**config.mk**
```make
export PLATFORM = sky130hd
export DESIGN_NAME = trace_unit
export DESIGN_NICKNAME = d
export VERILOG_FILES = /design/src/logic/trace_pkg.sv /design/src/logic/trace_unit.sv /design/src/logic/trace_serializer.sv /design/src/logic/trace_fifo.sv /design/src/logic/trace_capture.sv
export SDC_FILE = /design/constraint.sdc
export NUM_CORES = 1
export LEC_CHECK = 0
export ABC_CLOCK_PERIOD_IN_PS = 14200
export BUFFER_PORTS_ARGS = -buffer_cell sky130_fd_sc_hd__buf_4
export CORE_UTILIZATION = 30
export CTS_CLUSTER_DIAMETER = 120
export CTS_CLUSTER_SIZE = 24
export DETAILED_ROUTE_END_ITERATION = 8
export SLEW_MARGIN = 0
export SYNTH_ARGS = -nofsm -noshare
export SYNTH_HDL_FRONTEND = slang
export SYNTH_SLANG_ARGS = --single-unit
```
**constraint.sdc**
```tcl
create_clock -name tcb -period 14.2 [get_ports tcb]
set_input_delay 0.71 -clock tcb [delete_from_list [all_inputs] [get_ports tcb]]
set_output_delay 0.71 -clock tcb [all_outputs]
set_load 0.1 [all_outputs]
```
**src/logic/trace_pkg.sv**
```systemverilog
// trace package: phase codes, widths and the trace word layout shared by the trace unit
package trace_pkg;

  ////////////////////////////////////////////////////////////////////////////
  // core phase codes
  ////////////////////////////////////////////////////////////////////////////

  // rs1/rs2 decode from the top bit together with a nonzero low pair
  localparam logic [2:0] pha_if  = 3'b000;  // instruction fetch
  localparam logic [2:0] pha_rs1 = 3'b101;  // gpr read, rs1
  localparam logic [2:0] pha_rs2 = 3'b110;  // gpr read, rs2
  localparam logic [2:0] pha_mld = 3'b001;  // memory load
  localparam logic [2:0] pha_mst = 3'b010;  // memory store
  localparam logic [2:0] pha_exe = 3'b011;  // execute, branch evaluation
  localparam logic [2:0] pha_wb  = 3'b100;  // gpr write-back

  ////////////////////////////////////////////////////////////////////////////
  // widths
  ////////////////////////////////////////////////////////////////////////////

  localparam int xlen  = 32;
  localparam int seq_w = 8;
  localparam int rd_w  = 5;
  localparam int siz_w = 2;

  // seq, pc, insn, has_wb, rd, wb_val, has_ld, has_st, siz, mem_adr, st_dat
  localparam int rec_w = seq_w + 5 * xlen + rd_w + siz_w + 3;

  // marker in the top nibble of every header word
  localparam logic [3:0] trace_tag = 4'ha;

  // header word fields, msb first
  typedef struct packed {
    logic [3:0]       tag;
    logic [2:0]       len;     // words in record, header included
    logic             has_wb;
    logic             has_ld;
    logic             has_st;
    logic [siz_w-1:0] siz;
    logic [rd_w-1:0]  rd;
    logic [6:0]       rsvd;    // always zero
    logic [seq_w-1:0] seq;
  } trace_hdr_t;

  // same 32 bits seen as header fields or as a plain bus word
  typedef union packed {
    trace_hdr_t      hdr;
    logic [xlen-1:0] raw;
  } trace_word_u;

endpackage
```
**src/logic/trace_unit.sv**
```systemverilog
// trace unit: bus capture, record queue and trace word serializer
`timescale 1ns/1ps

module trace_unit #(
  parameter int fifo_depth = 4
) (
  input  logic                         tcb,
  input  logic                         arst_n,
  input  logic [2:0]                   pha,
  input  logic                         vld,
  input  logic                         rdy,
  input  logic                         wen,
  input  logic [trace_pkg::xlen-1:0]   adr,
  input  logic [trace_pkg::siz_w-1:0]  siz,
  input  logic [trace_pkg::xlen-1:0]   wdt,
  input  logic [trace_pkg::xlen-1:0]   rdt,
  output logic                         trc_vld,
  output logic                         trc_sop,
  output logic [trace_pkg::xlen-1:0]   trc_dat,
  output logic                         ovf
);

  import trace_pkg::*;

  // capture to queue
  logic              push;
  logic [rec_w-1:0]  cap_rec;

  // queue to serializer
  logic [rec_w-1:0]  head_rec;
  logic              not_empty;
  logic              pop;

  // head record split into fields
  logic [seq_w-1:0]  h_seq;
  logic [xlen-1:0]   h_pc;
  logic [xlen-1:0]   h_insn;
  logic              h_has_wb;
  logic [rd_w-1:0]   h_rd;
  logic [xlen-1:0]   h_wb_val;
  logic              h_has_ld;
  logic              h_has_st;
  logic [siz_w-1:0]  h_siz;
  logic [xlen-1:0]   h_mem_adr;
  logic [xlen-1:0]   h_st_dat;

  // same field order as packed by capture
  assign {h_seq, h_pc, h_insn, h_has_wb, h_rd, h_wb_val,
          h_has_ld, h_has_st, h_siz, h_mem_adr, h_st_dat} = head_rec;

  ////////////////////////////////////////////////////////////////////////////
  // instances
  ////////////////////////////////////////////////////////////////////////////

  trace_capture capture_inst (
    .tcb    (tcb),
    .arst_n (arst_n),
    .pha    (pha),
    .vld    (vld),
    .rdy    (rdy),
    .wen    (wen),
    .adr    (adr),
    .siz    (siz),
    .wdt    (wdt),
    .rdt    (rdt),
    .push   (push),
    .rec    (cap_rec)
  );

  trace_fifo #(
    .depth (fifo_depth),
    .width (rec_w)
  ) fifo_inst (
    .tcb       (tcb),
    .arst_n    (arst_n),
    .push      (push),
    .din       (cap_rec),
    .pop       (pop),
    .dout      (head_rec),
    .not_empty (not_empty),
    .ovf       (ovf)
  );

  trace_serializer serializer_inst (
    .tcb       (tcb),
    .arst_n    (arst_n),
    .not_empty (not_empty),
    .seq       (h_seq),
    .pc        (h_pc),
    .insn      (h_insn),
    .has_wb    (h_has_wb),
    .rd        (h_rd),
    .wb_val    (h_wb_val),
    .has_ld    (h_has_ld),
    .has_st    (h_has_st),
    .siz       (h_siz),
    .mem_adr   (h_mem_adr),
    .st_dat    (h_st_dat),
    .pop       (pop),
    .trc_vld   (trc_vld),
    .trc_sop   (trc_sop),
    .trc_dat   (trc_dat)
  );

endmodule

```
**src/logic/trace_serializer.sv**
```systemverilog
// trace serializer: turns queued records into a header word plus payload word burst
`timescale 1ns/1ps

module trace_serializer (
  input  logic                         tcb,
  input  logic                         arst_n,
  input  logic                         not_empty,
  input  logic [trace_pkg::seq_w-1:0]  seq,
  input  logic [trace_pkg::xlen-1:0]   pc,
  input  logic [trace_pkg::xlen-1:0]   insn,
  input  logic                         has_wb,
  input  logic [trace_pkg::rd_w-1:0]   rd,
  input  logic [trace_pkg::xlen-1:0]   wb_val,
  input  logic                         has_ld,
  input  logic                         has_st,
  input  logic [trace_pkg::siz_w-1:0]  siz,
  input  logic [trace_pkg::xlen-1:0]   mem_adr,
  input  logic [trace_pkg::xlen-1:0]   st_dat,
  output logic                         pop,
  output logic                         trc_vld,
  output logic                         trc_sop,
  output logic [trace_pkg::xlen-1:0]   trc_dat
);

  import trace_pkg::*;

  // burst state
  logic              busy;
  logic [2:0]        idx;
  logic [2:0]        len;
  logic              last;

  // record being sent
  logic [seq_w-1:0]  r_seq;
  logic [xlen-1:0]   r_pc;
  logic [xlen-1:0]   r_insn;
  logic              r_has_wb;
  logic [rd_w-1:0]   r_rd;
  logic [xlen-1:0]   r_wb_val;
  logic              r_has_ld;
  logic              r_has_st;
  logic [siz_w-1:0]  r_siz;
  logic [xlen-1:0]   r_mem_adr;
  logic [xlen-1:0]   r_st_dat;

  trace_word_u       hdr_w;

  // pc and insn always, then optional words
  assign len  = 3'd3 + 3'(r_has_wb) + 3'(r_has_ld | r_has_st) + 3'(r_has_st);
  assign last = busy && (idx == len - 3'd1);
  // next record may start while the last word goes out
  assign pop  = not_empty && (!busy || last);

  always_ff @(posedge tcb or negedge arst_n) begin
    if (!arst_n) begin
      busy <= 1'b0;
      idx  <= '0;
    end else begin
      if (pop) begin
        busy <= 1'b1;
        idx  <= '0;
      end else if (last) begin
        busy <= 1'b0;
      end else if (busy) begin
        idx <= idx + 1'b1;
      end
    end
  end

  always_ff @(posedge tcb) begin
    if (pop) begin
      r_seq     <= seq;
      r_pc      <= pc;
      r_insn    <= insn;
      r_has_wb  <= has_wb;
      r_rd      <= rd;
      r_wb_val  <= wb_val;
      r_has_ld  <= has_ld;
      r_has_st  <= has_st;
      r_siz     <= siz;
      r_mem_adr <= mem_adr;
      r_st_dat  <= st_dat;
    end
  end

  ////////////////////////////////////////////////////////////////////////////
  // word select
  ////////////////////////////////////////////////////////////////////////////

  always_comb begin
    hdr_w            = '0;
    hdr_w.hdr.tag    = trace_tag;
    hdr_w.hdr.len    = len;
    hdr_w.hdr.has_wb = r_has_wb;
    hdr_w.hdr.has_ld = r_has_ld;
    hdr_w.hdr.has_st = r_has_st;
    hdr_w.hdr.siz    = r_siz;
    hdr_w.hdr.rd     = r_rd;
    hdr_w.hdr.seq    = r_seq;
  end

  // slots 3..5 shift down when wb is absent
  always_comb begin
    case (idx)
      3'd0:    trc_dat = hdr_w.raw;
      3'd1:    trc_dat = r_pc;
      3'd2:    trc_dat = r_insn;
      3'd3:    trc_dat = r_has_wb ? r_wb_val : r_mem_adr;
      3'd4:    trc_dat = r_has_wb ? r_mem_adr : r_st_dat;
      default: trc_dat = r_st_dat;
    endcase
  end

  assign trc_vld = busy;
  assign trc_sop = busy && (idx == 3'd0);

endmodule

```
**src/logic/trace_fifo.sv**
```systemverilog
// trace fifo: circular record queue that drops on full and flags the loss
`timescale 1ns/1ps

module trace_fifo #(
  parameter int depth = 4,
  parameter int width = 8
) (
  input  logic             tcb,
  input  logic             arst_n,
  input  logic             push,
  input  logic [width-1:0] din,
  input  logic             pop,
  output logic [width-1:0] dout,
  output logic             not_empty,
  output logic             ovf
);

  // pointer and count widths
  localparam int aw = (depth > 1) ? $clog2(depth) : 1;
  localparam int cw = $clog2(depth + 1);

  logic [width-1:0] mem [depth];
  logic [aw-1:0]    wr_ptr;
  logic [aw-1:0]    rd_ptr;
  logic [cw-1:0]    cnt;
  logic             full;
  logic             wr_en;
  logic             rd_en;

  assign full      = (cnt == cw'(depth));
  assign not_empty = (cnt != '0);
  // full queue loses the push, even with a pop in the same cycle
  assign wr_en     = push & ~full;
  assign rd_en     = pop & not_empty;

  // head entry always visible
  assign dout = mem[rd_ptr];

  always_ff @(posedge tcb) begin
    if (wr_en) begin
      mem[wr_ptr] <= din;
    end
  end

  ////////////////////////////////////////////////////////////////////////////
  // pointers, occupancy, overflow
  ////////////////////////////////////////////////////////////////////////////

  always_ff @(posedge tcb or negedge arst_n) begin
    if (!arst_n) begin
      wr_ptr <= '0;
      rd_ptr <= '0;
      cnt    <= '0;
      ovf    <= 1'b0;
    end else begin
      if (wr_en) begin
        wr_ptr <= (wr_ptr == aw'(depth - 1)) ? '0 : wr_ptr + 1'b1;
      end
      if (rd_en) begin
        rd_ptr <= (rd_ptr == aw'(depth - 1)) ? '0 : rd_ptr + 1'b1;
      end
      case ({wr_en, rd_en})
        2'b10:   cnt <= cnt + 1'b1;
        2'b01:   cnt <= cnt - 1'b1;
        default: ;
      endcase
      // sticky until reset
      if (push && full) begin
        ovf <= 1'b1;
      end
    end
  end

endmodule

```
**src/logic/trace_capture.sv**
```systemverilog
// trace capture: samples bus transfers and assembles one record per retired instruction
`timescale 1ns/1ps

module trace_capture (
  input  logic                          tcb,
  input  logic                          arst_n,
  input  logic [2:0]                    pha,
  input  logic                          vld,
  input  logic                          rdy,
  input  logic                          wen,
  input  logic [trace_pkg::xlen-1:0]    adr,
  input  logic [trace_pkg::siz_w-1:0]   siz,
  input  logic [trace_pkg::xlen-1:0]    wdt,
  input  logic [trace_pkg::xlen-1:0]    rdt,
  output logic                          push,
  output logic [trace_pkg::rec_w-1:0]   rec
);

  import trace_pkg::*;

  ////////////////////////////////////////////////////////////////////////////
  // local signals
  ////////////////////////////////////////////////////////////////////////////

  // handshake in current cycle
  logic              trn;

  // request delayed by one cycle, lines up with rdt
  logic              dly_trn;
  logic [2:0]        dly_pha;
  logic [xlen-1:0]   dly_adr;
  logic [siz_w-1:0]  dly_siz;
  logic              dly_wen;
  logic [xlen-1:0]   dly_wdt;

  // data of the delayed transfer
  logic [xlen-1:0]   dly_dat;
  // store data cut down to access size
  logic [xlen-1:0]   st_mask;

  // first fetch since reset has no previous instruction
  logic              first_done;
  logic [seq_w-1:0]  seq;

  // fields of the running instruction
  logic [xlen-1:0]   pc;
  logic [xlen-1:0]   insn;
  logic              has_wb;
  logic [rd_w-1:0]   rd;
  logic [xlen-1:0]   wb_val;
  logic              has_ld;
  logic              has_st;
  logic [siz_w-1:0]  acc_siz;
  logic [xlen-1:0]   mem_adr;
  logic [xlen-1:0]   st_dat;

  assign trn = vld & rdy;

  ////////////////////////////////////////////////////////////////////////////
  // delayed request
  ////////////////////////////////////////////////////////////////////////////

  always_ff @(posedge tcb) begin
    dly_pha <= pha;
    dly_adr <= adr;
    dly_siz <= siz;
    dly_wen <= wen;
    dly_wdt <= wdt;
  end

  // writes carry their own data, reads get it a cycle late
  assign dly_dat = dly_wen ? dly_wdt : rdt;

  always_comb begin
    case (dly_siz)
      2'd0:    st_mask = {{(xlen - 8){1'b0}}, dly_wdt[7:0]};
      2'd1:    st_mask = {{(xlen - 16){1'b0}}, dly_wdt[15:0]};
      default: st_mask = dly_wdt;
    endcase
  end

  ////////////////////////////////////////////////////////////////////////////
  // control: flags, sequence and push
  ////////////////////////////////////////////////////////////////////////////

  always_ff @(posedge tcb or negedge arst_n) begin
    if (!arst_n) begin
      dly_trn    <= 1'b0;
      first_done <= 1'b0;
      seq        <= '0;
      push       <= 1'b0;
      has_wb     <= 1'b0;
      has_ld     <= 1'b0;
      has_st     <= 1'b0;
    end else begin
      dly_trn <= trn;
      push    <= 1'b0;
      if (dly_trn) begin
        case (dly_pha)
          pha_if: begin
            first_done <= 1'b1;
            // previous instruction retires here
            push       <= first_done;
            if (first_done) begin
              seq <= seq + 1'b1;
            end
            has_wb <= 1'b0;
            has_ld <= 1'b0;
            has_st <= 1'b0;
          end
          pha_wb:  has_wb <= 1'b1;
          pha_mld: has_ld <= 1'b1;
          pha_mst: has_st <= 1'b1;
          default: ;
        endcase
      end
    end
  end

  ////////////////////////////////////////////////////////////////////////////
  // payload accumulation and record snapshot
  ////////////////////////////////////////////////////////////////////////////

  always_ff @(posedge tcb) begin
    if (dly_trn) begin
      case (dly_pha)
        pha_if: begin
          // snapshot of the finished instruction, old values
          rec     <= {seq, pc, insn, has_wb, rd, wb_val,
                      has_ld, has_st, acc_siz, mem_adr, st_dat};
          pc      <= dly_adr;
          insn    <= dly_dat;
          // header fields start clean
          rd      <= '0;
          acc_siz <= '0;
        end
        pha_wb: begin
          // gprs mapped as words
          rd     <= dly_adr[6:2];
          wb_val <= dly_dat;
        end
        pha_mld: mem_adr <= dly_adr;
        pha_mst: begin
          mem_adr <= dly_adr;
          acc_siz <= dly_siz;
          st_dat  <= st_mask;
        end
        // gpr reads and execute do not show up in the record
        pha_rs1, pha_rs2, pha_exe: ;
        default: ;
      endcase
    end
  end

endmodule

```
==> impl_metrics.tcl <==
set metrics [dict create \
    outcome "finished clean" \
    worst_slew_pin_slew_ns 1.252 \
    mostFrequentLayoutCells "1,235 x edfxtp_1, 178 x mux4_2, 168 x buf_4, 79 x mux2_2, 69 x dfxtp_1" \
    yosysSeqAreaShare_pct 84.34 \
    grt_antenna_before_repair 10 \
    power_leakage_uw 0.01608 \
    tns_ns 0 \
    combPwrFrac_pct 30.8 \
    drt_first_pass_iters 6 \
    synth_area_sq_um 46410 \
    wl_met3_um 5613 \
    crit_path_start_kind "flip-flop" \
    vias_in_the_first_global_route 20100 \
    ys.warnings.count 0 \
    final_max_slew_viol_count 0 \
    fin_area_sq_um 51970 \
    avgViaCountPerCell 4.539 \
    route.met2.wl_um 46830 \
    synth_async_sr_flop_share_pct 1.953 \
    yosys_register_bits 1331 \
    core_area_sq_um 152800 \
    placed_area_sq_um 49970 \
    syn-mean-instance-area_sq_um 23.70 \
    routed_wirelength_normalized_by_instance_count_um 22.13 \
    max_freq_mhz 204.9 \
    top_layer_used "met5" \
    filler_cell_count 14160 \
    fp-row-count 143 \
    synth.distinct_cells 45 \
    antenna_cells_inserted 0 \
    grt_max_degree 179 \
    grt_overflow 0 \
    numClockSinks 1331 \
    synth_enable_flop_cells 1235 \
    power_switching_share_pct 35.84 \
    worst_skew_pair.late_latency_ns 0.69 \
    required_ns 13.49 \
    p_int_uw 6795 \
    fp.dieH_um 395.3 \
    htree_num_levels 3 \
    nets_finish 2243 \
    yosys_most_used_dff "edfxtp_1" \
    m1WireLength_um 38570 \
    clk_root_buffer_cell "clkbuf_16" \
    seq_area_sq_um 39150 \
    chipWidth_um 395.3 \
    layout-drive-gt1-share_pct 24.33 \
    setup.worst_path.end_class "output port" \
    min_period_ns 4.881 \
    tritoncts_clock_tree "yes" \
    finalSetupViolations 0 \
    area.growth.synth_to_final_pct 12.00 \
    first_pass_grt_wire_length_um 136300 \
    initialDrtViolationCount 2185 \
    min_path_type "input pin to flip-flop" \
    switching_power_uw 3796 \
    drc_errors 0 \
    track_usage_pct 11.83 \
    placement.io_buffers 140 \
    num_vias 19060 \
    wl_um 92940 \
    worstPathMaxFanout 35 \
    rsz_0062_raised_after_global_routing "false" \
    critical_path_class "flip-flop to output port" \
    maxCapViolCount 0 \
    slew_headroom_pct 16.51 \
    areal_power_density_over_the_cells_nw_per_um2 203.8 \
    clk_pwr_share_pct 20.1 \
    postSynthNetCount 2081 \
    clk_pin_slew_ns 0.10 \
    timing.critical_path.arrival_ns 4.17 \
    initial_core_utilization_pct 30.37 \
    vdd_drop_max_v 0.0005872 \
    finalWeightedCongestion 0.8661 \
    ioPinCount 141 \
    hpwlAfterDp_um 57700 \
    cts_inserted_buffers 66 \
    layout_commonest_cell "edfxtp_1" \
    cts.path.max_buffers 3 \
    finClkSkew_ns 0.03638 \
    multi_input_gate_area_in_the_final_layout_sq_um 6833 \
    final_clock_period_utilization_by_the_worst_path_pct 34.37 \
    sequentialPowerShare_pct 49.0 \
    detail-route-antenna-nets 0 \
    post_synth_inst_count 1958 \
    floorplan.die_area_sq_um 156300 \
    finalHoldViolCount 0 \
]
[kinds of logic (layout without fill, tap and decap cells)]
group,Yosys count,count (layout),share of synthesized area [%]
xor gates and xnor gates,14,14,0.2642
DFF,1331,1331,84.34
adders and majority gates,17,17,0.5069
and+or+nand+nor,110,110,1.286
muxes,263,263,10.69
buffers and inverters,115,327,1.000
AOI/OAI and AO/OA,108,108,1.917
[cell usage after synthesis, drive strengths merged, types with 2 or more instances]
master / n / share of area (%)
o211ai: 13 / 0.21
ha: 14 / 0.38
inv: 38 / 0.31
xnor2: 7 / 0.13
dfrtp: 26 / 1.4
a22oi: 30 / 0.49
or2: 9 / 0.12
nor2: 10 / 0.081
buf: 35 / 0.35
and3: 5 / 0.067
o221ai: 12 / 0.23
xor2: 7 / 0.13
a21oi: 3 / 0.032
mux4: 178 / 8.6
dfxtp: 70 / 3.0
nor4: 4 / 0.054
mux2i: 5 / 0.11
nand2b: 3 / 0.040
clkbuf: 42 / 0.34
a22o: 11 / 0.21
mux2: 80 / 1.9
o311ai: 2 / 0.038
nor3b: 2 / 0.032
nor3: 13 / 0.14
and2: 29 / 0.39
a221o: 2 / 0.043
a31oi: 8 / 0.11
nand2: 22 / 0.18
edfxtp: 1235 / 80
nor2b: 9 / 0.12
fa: 3 / 0.13
a222oi: 21 / 0.45
[area by class of cell]
type	count	share of cell area, %
Clock buffer	108	3.481
Clock inverter	10	0.3539
Inverter	38	0.2889
Multi-Input combinational cell	512	13.15
Sequential cell	1331	75.32
Tap cell	2030	4.887
Timing Repair Buffer	171	2.523
[metal layers]
layer	track usage [%]	vias to the layer above
met5	0	-
met4	2.703	8
met3	2.801	114
met2	20.10	519
met1	15.27	10070
li1	-	8350
[registers in the layout (all words and copies together), names as in the netlist, 5 cells and up]
| signal | count |
|---|---|
| capture_inst.seq | 8 |
| capture_inst.dly_wdt | 32 |
| fifo_inst.mem | 712 |
| capture_inst.rd | 5 |
| capture_inst.pc | 32 |
| capture_inst.wb_val | 32 |
| capture_inst.dly_adr | 32 |
| serializer_inst.r_rd | 5 |
| serializer_inst.r_pc | 32 |
| capture_inst.mem_adr | 32 |
| serializer_inst.r_st_dat | 32 |
| capture_inst.insn | 32 |
| serializer_inst.r_mem_adr | 32 |
| serializer_inst.r_insn | 32 |
| capture_inst.rec | 178 |
| serializer_inst.r_seq | 8 |
| capture_inst.st_dat | 32 |
| serializer_inst.r_wb_val | 32 |
[power by group through the flow]
stage | Clock (uW) | Sequential [uW] | Combinational (uW)
global route | 2320 | 5230 | 3440
global placement | 0 | 5300 | 3250
CTS | 2190 | 5220 | 3290
detailed placement | 0 | 5300 | 3290
floorplan | 0 | 5150 | 2390
finish | 2130 | 5190 | 3270
[final timing paths]
check / endpoint / slack, ns / cells past startpoint / start
setup / recovery: trc_dat[4] / 9.32 / 7 / serializer_inst.idx[2]
hold / removal: capture_inst.dly_wdt[31] / 0.12 / 1 / wdt[31]
setup reg to reg: serializer_inst.r_wb_val[9] / 9.92 / 9 / serializer_inst.r_has_wb
hold reg to reg: capture_inst.rec[164] / 0.42 / 0 / capture_inst.pc[26]
max in group asynchronous: fifo_inst.rd_ptr[0] / 13.23 / 2 / arst_n
min in group asynchronous: capture_inst.seq[7] / 0.63 / 2 / arst_n
[metrics by stage]
step | power (uW) | utilization [%] | setup WS (ns) | std cells | hold slack, ns
2_1_floorplan | 7541 | - | 3.434 | 1958 | 0.4003
3_3_place_gp | 8552 | 32.70 | 10.07 | 4081 | 0.4010
3_5_place_dp | 8591 | 32.70 | 9.878 | 4081 | 0.4045
4_1_cts | 10700 | 34.01 | 9.476 | 4200 | 0.06224
5_1_grt | 11000 | 34.01 | 9.202 | 4200 | 0.06488
6_report | 10590 | 34.01 | 9.319 | 4200 | 0.1185
[worst max-delay path, stage by stage (launching register included)]
cell and delay, ns:
dfrtp_1 0.37, inv_1 0.36, ha_1 0.38, buf_4 0.27
or2_2 0.50, or2_2 0.50, a31oi_1 0.66, buf_4 0.42
[what timing repair did]
action                    CTS  global route
setup buffers               0             0
hold buffers                1             0
resized for setup           0             0
hold endpoints to repair   26             0
Power figures use the tool's default switching activity.
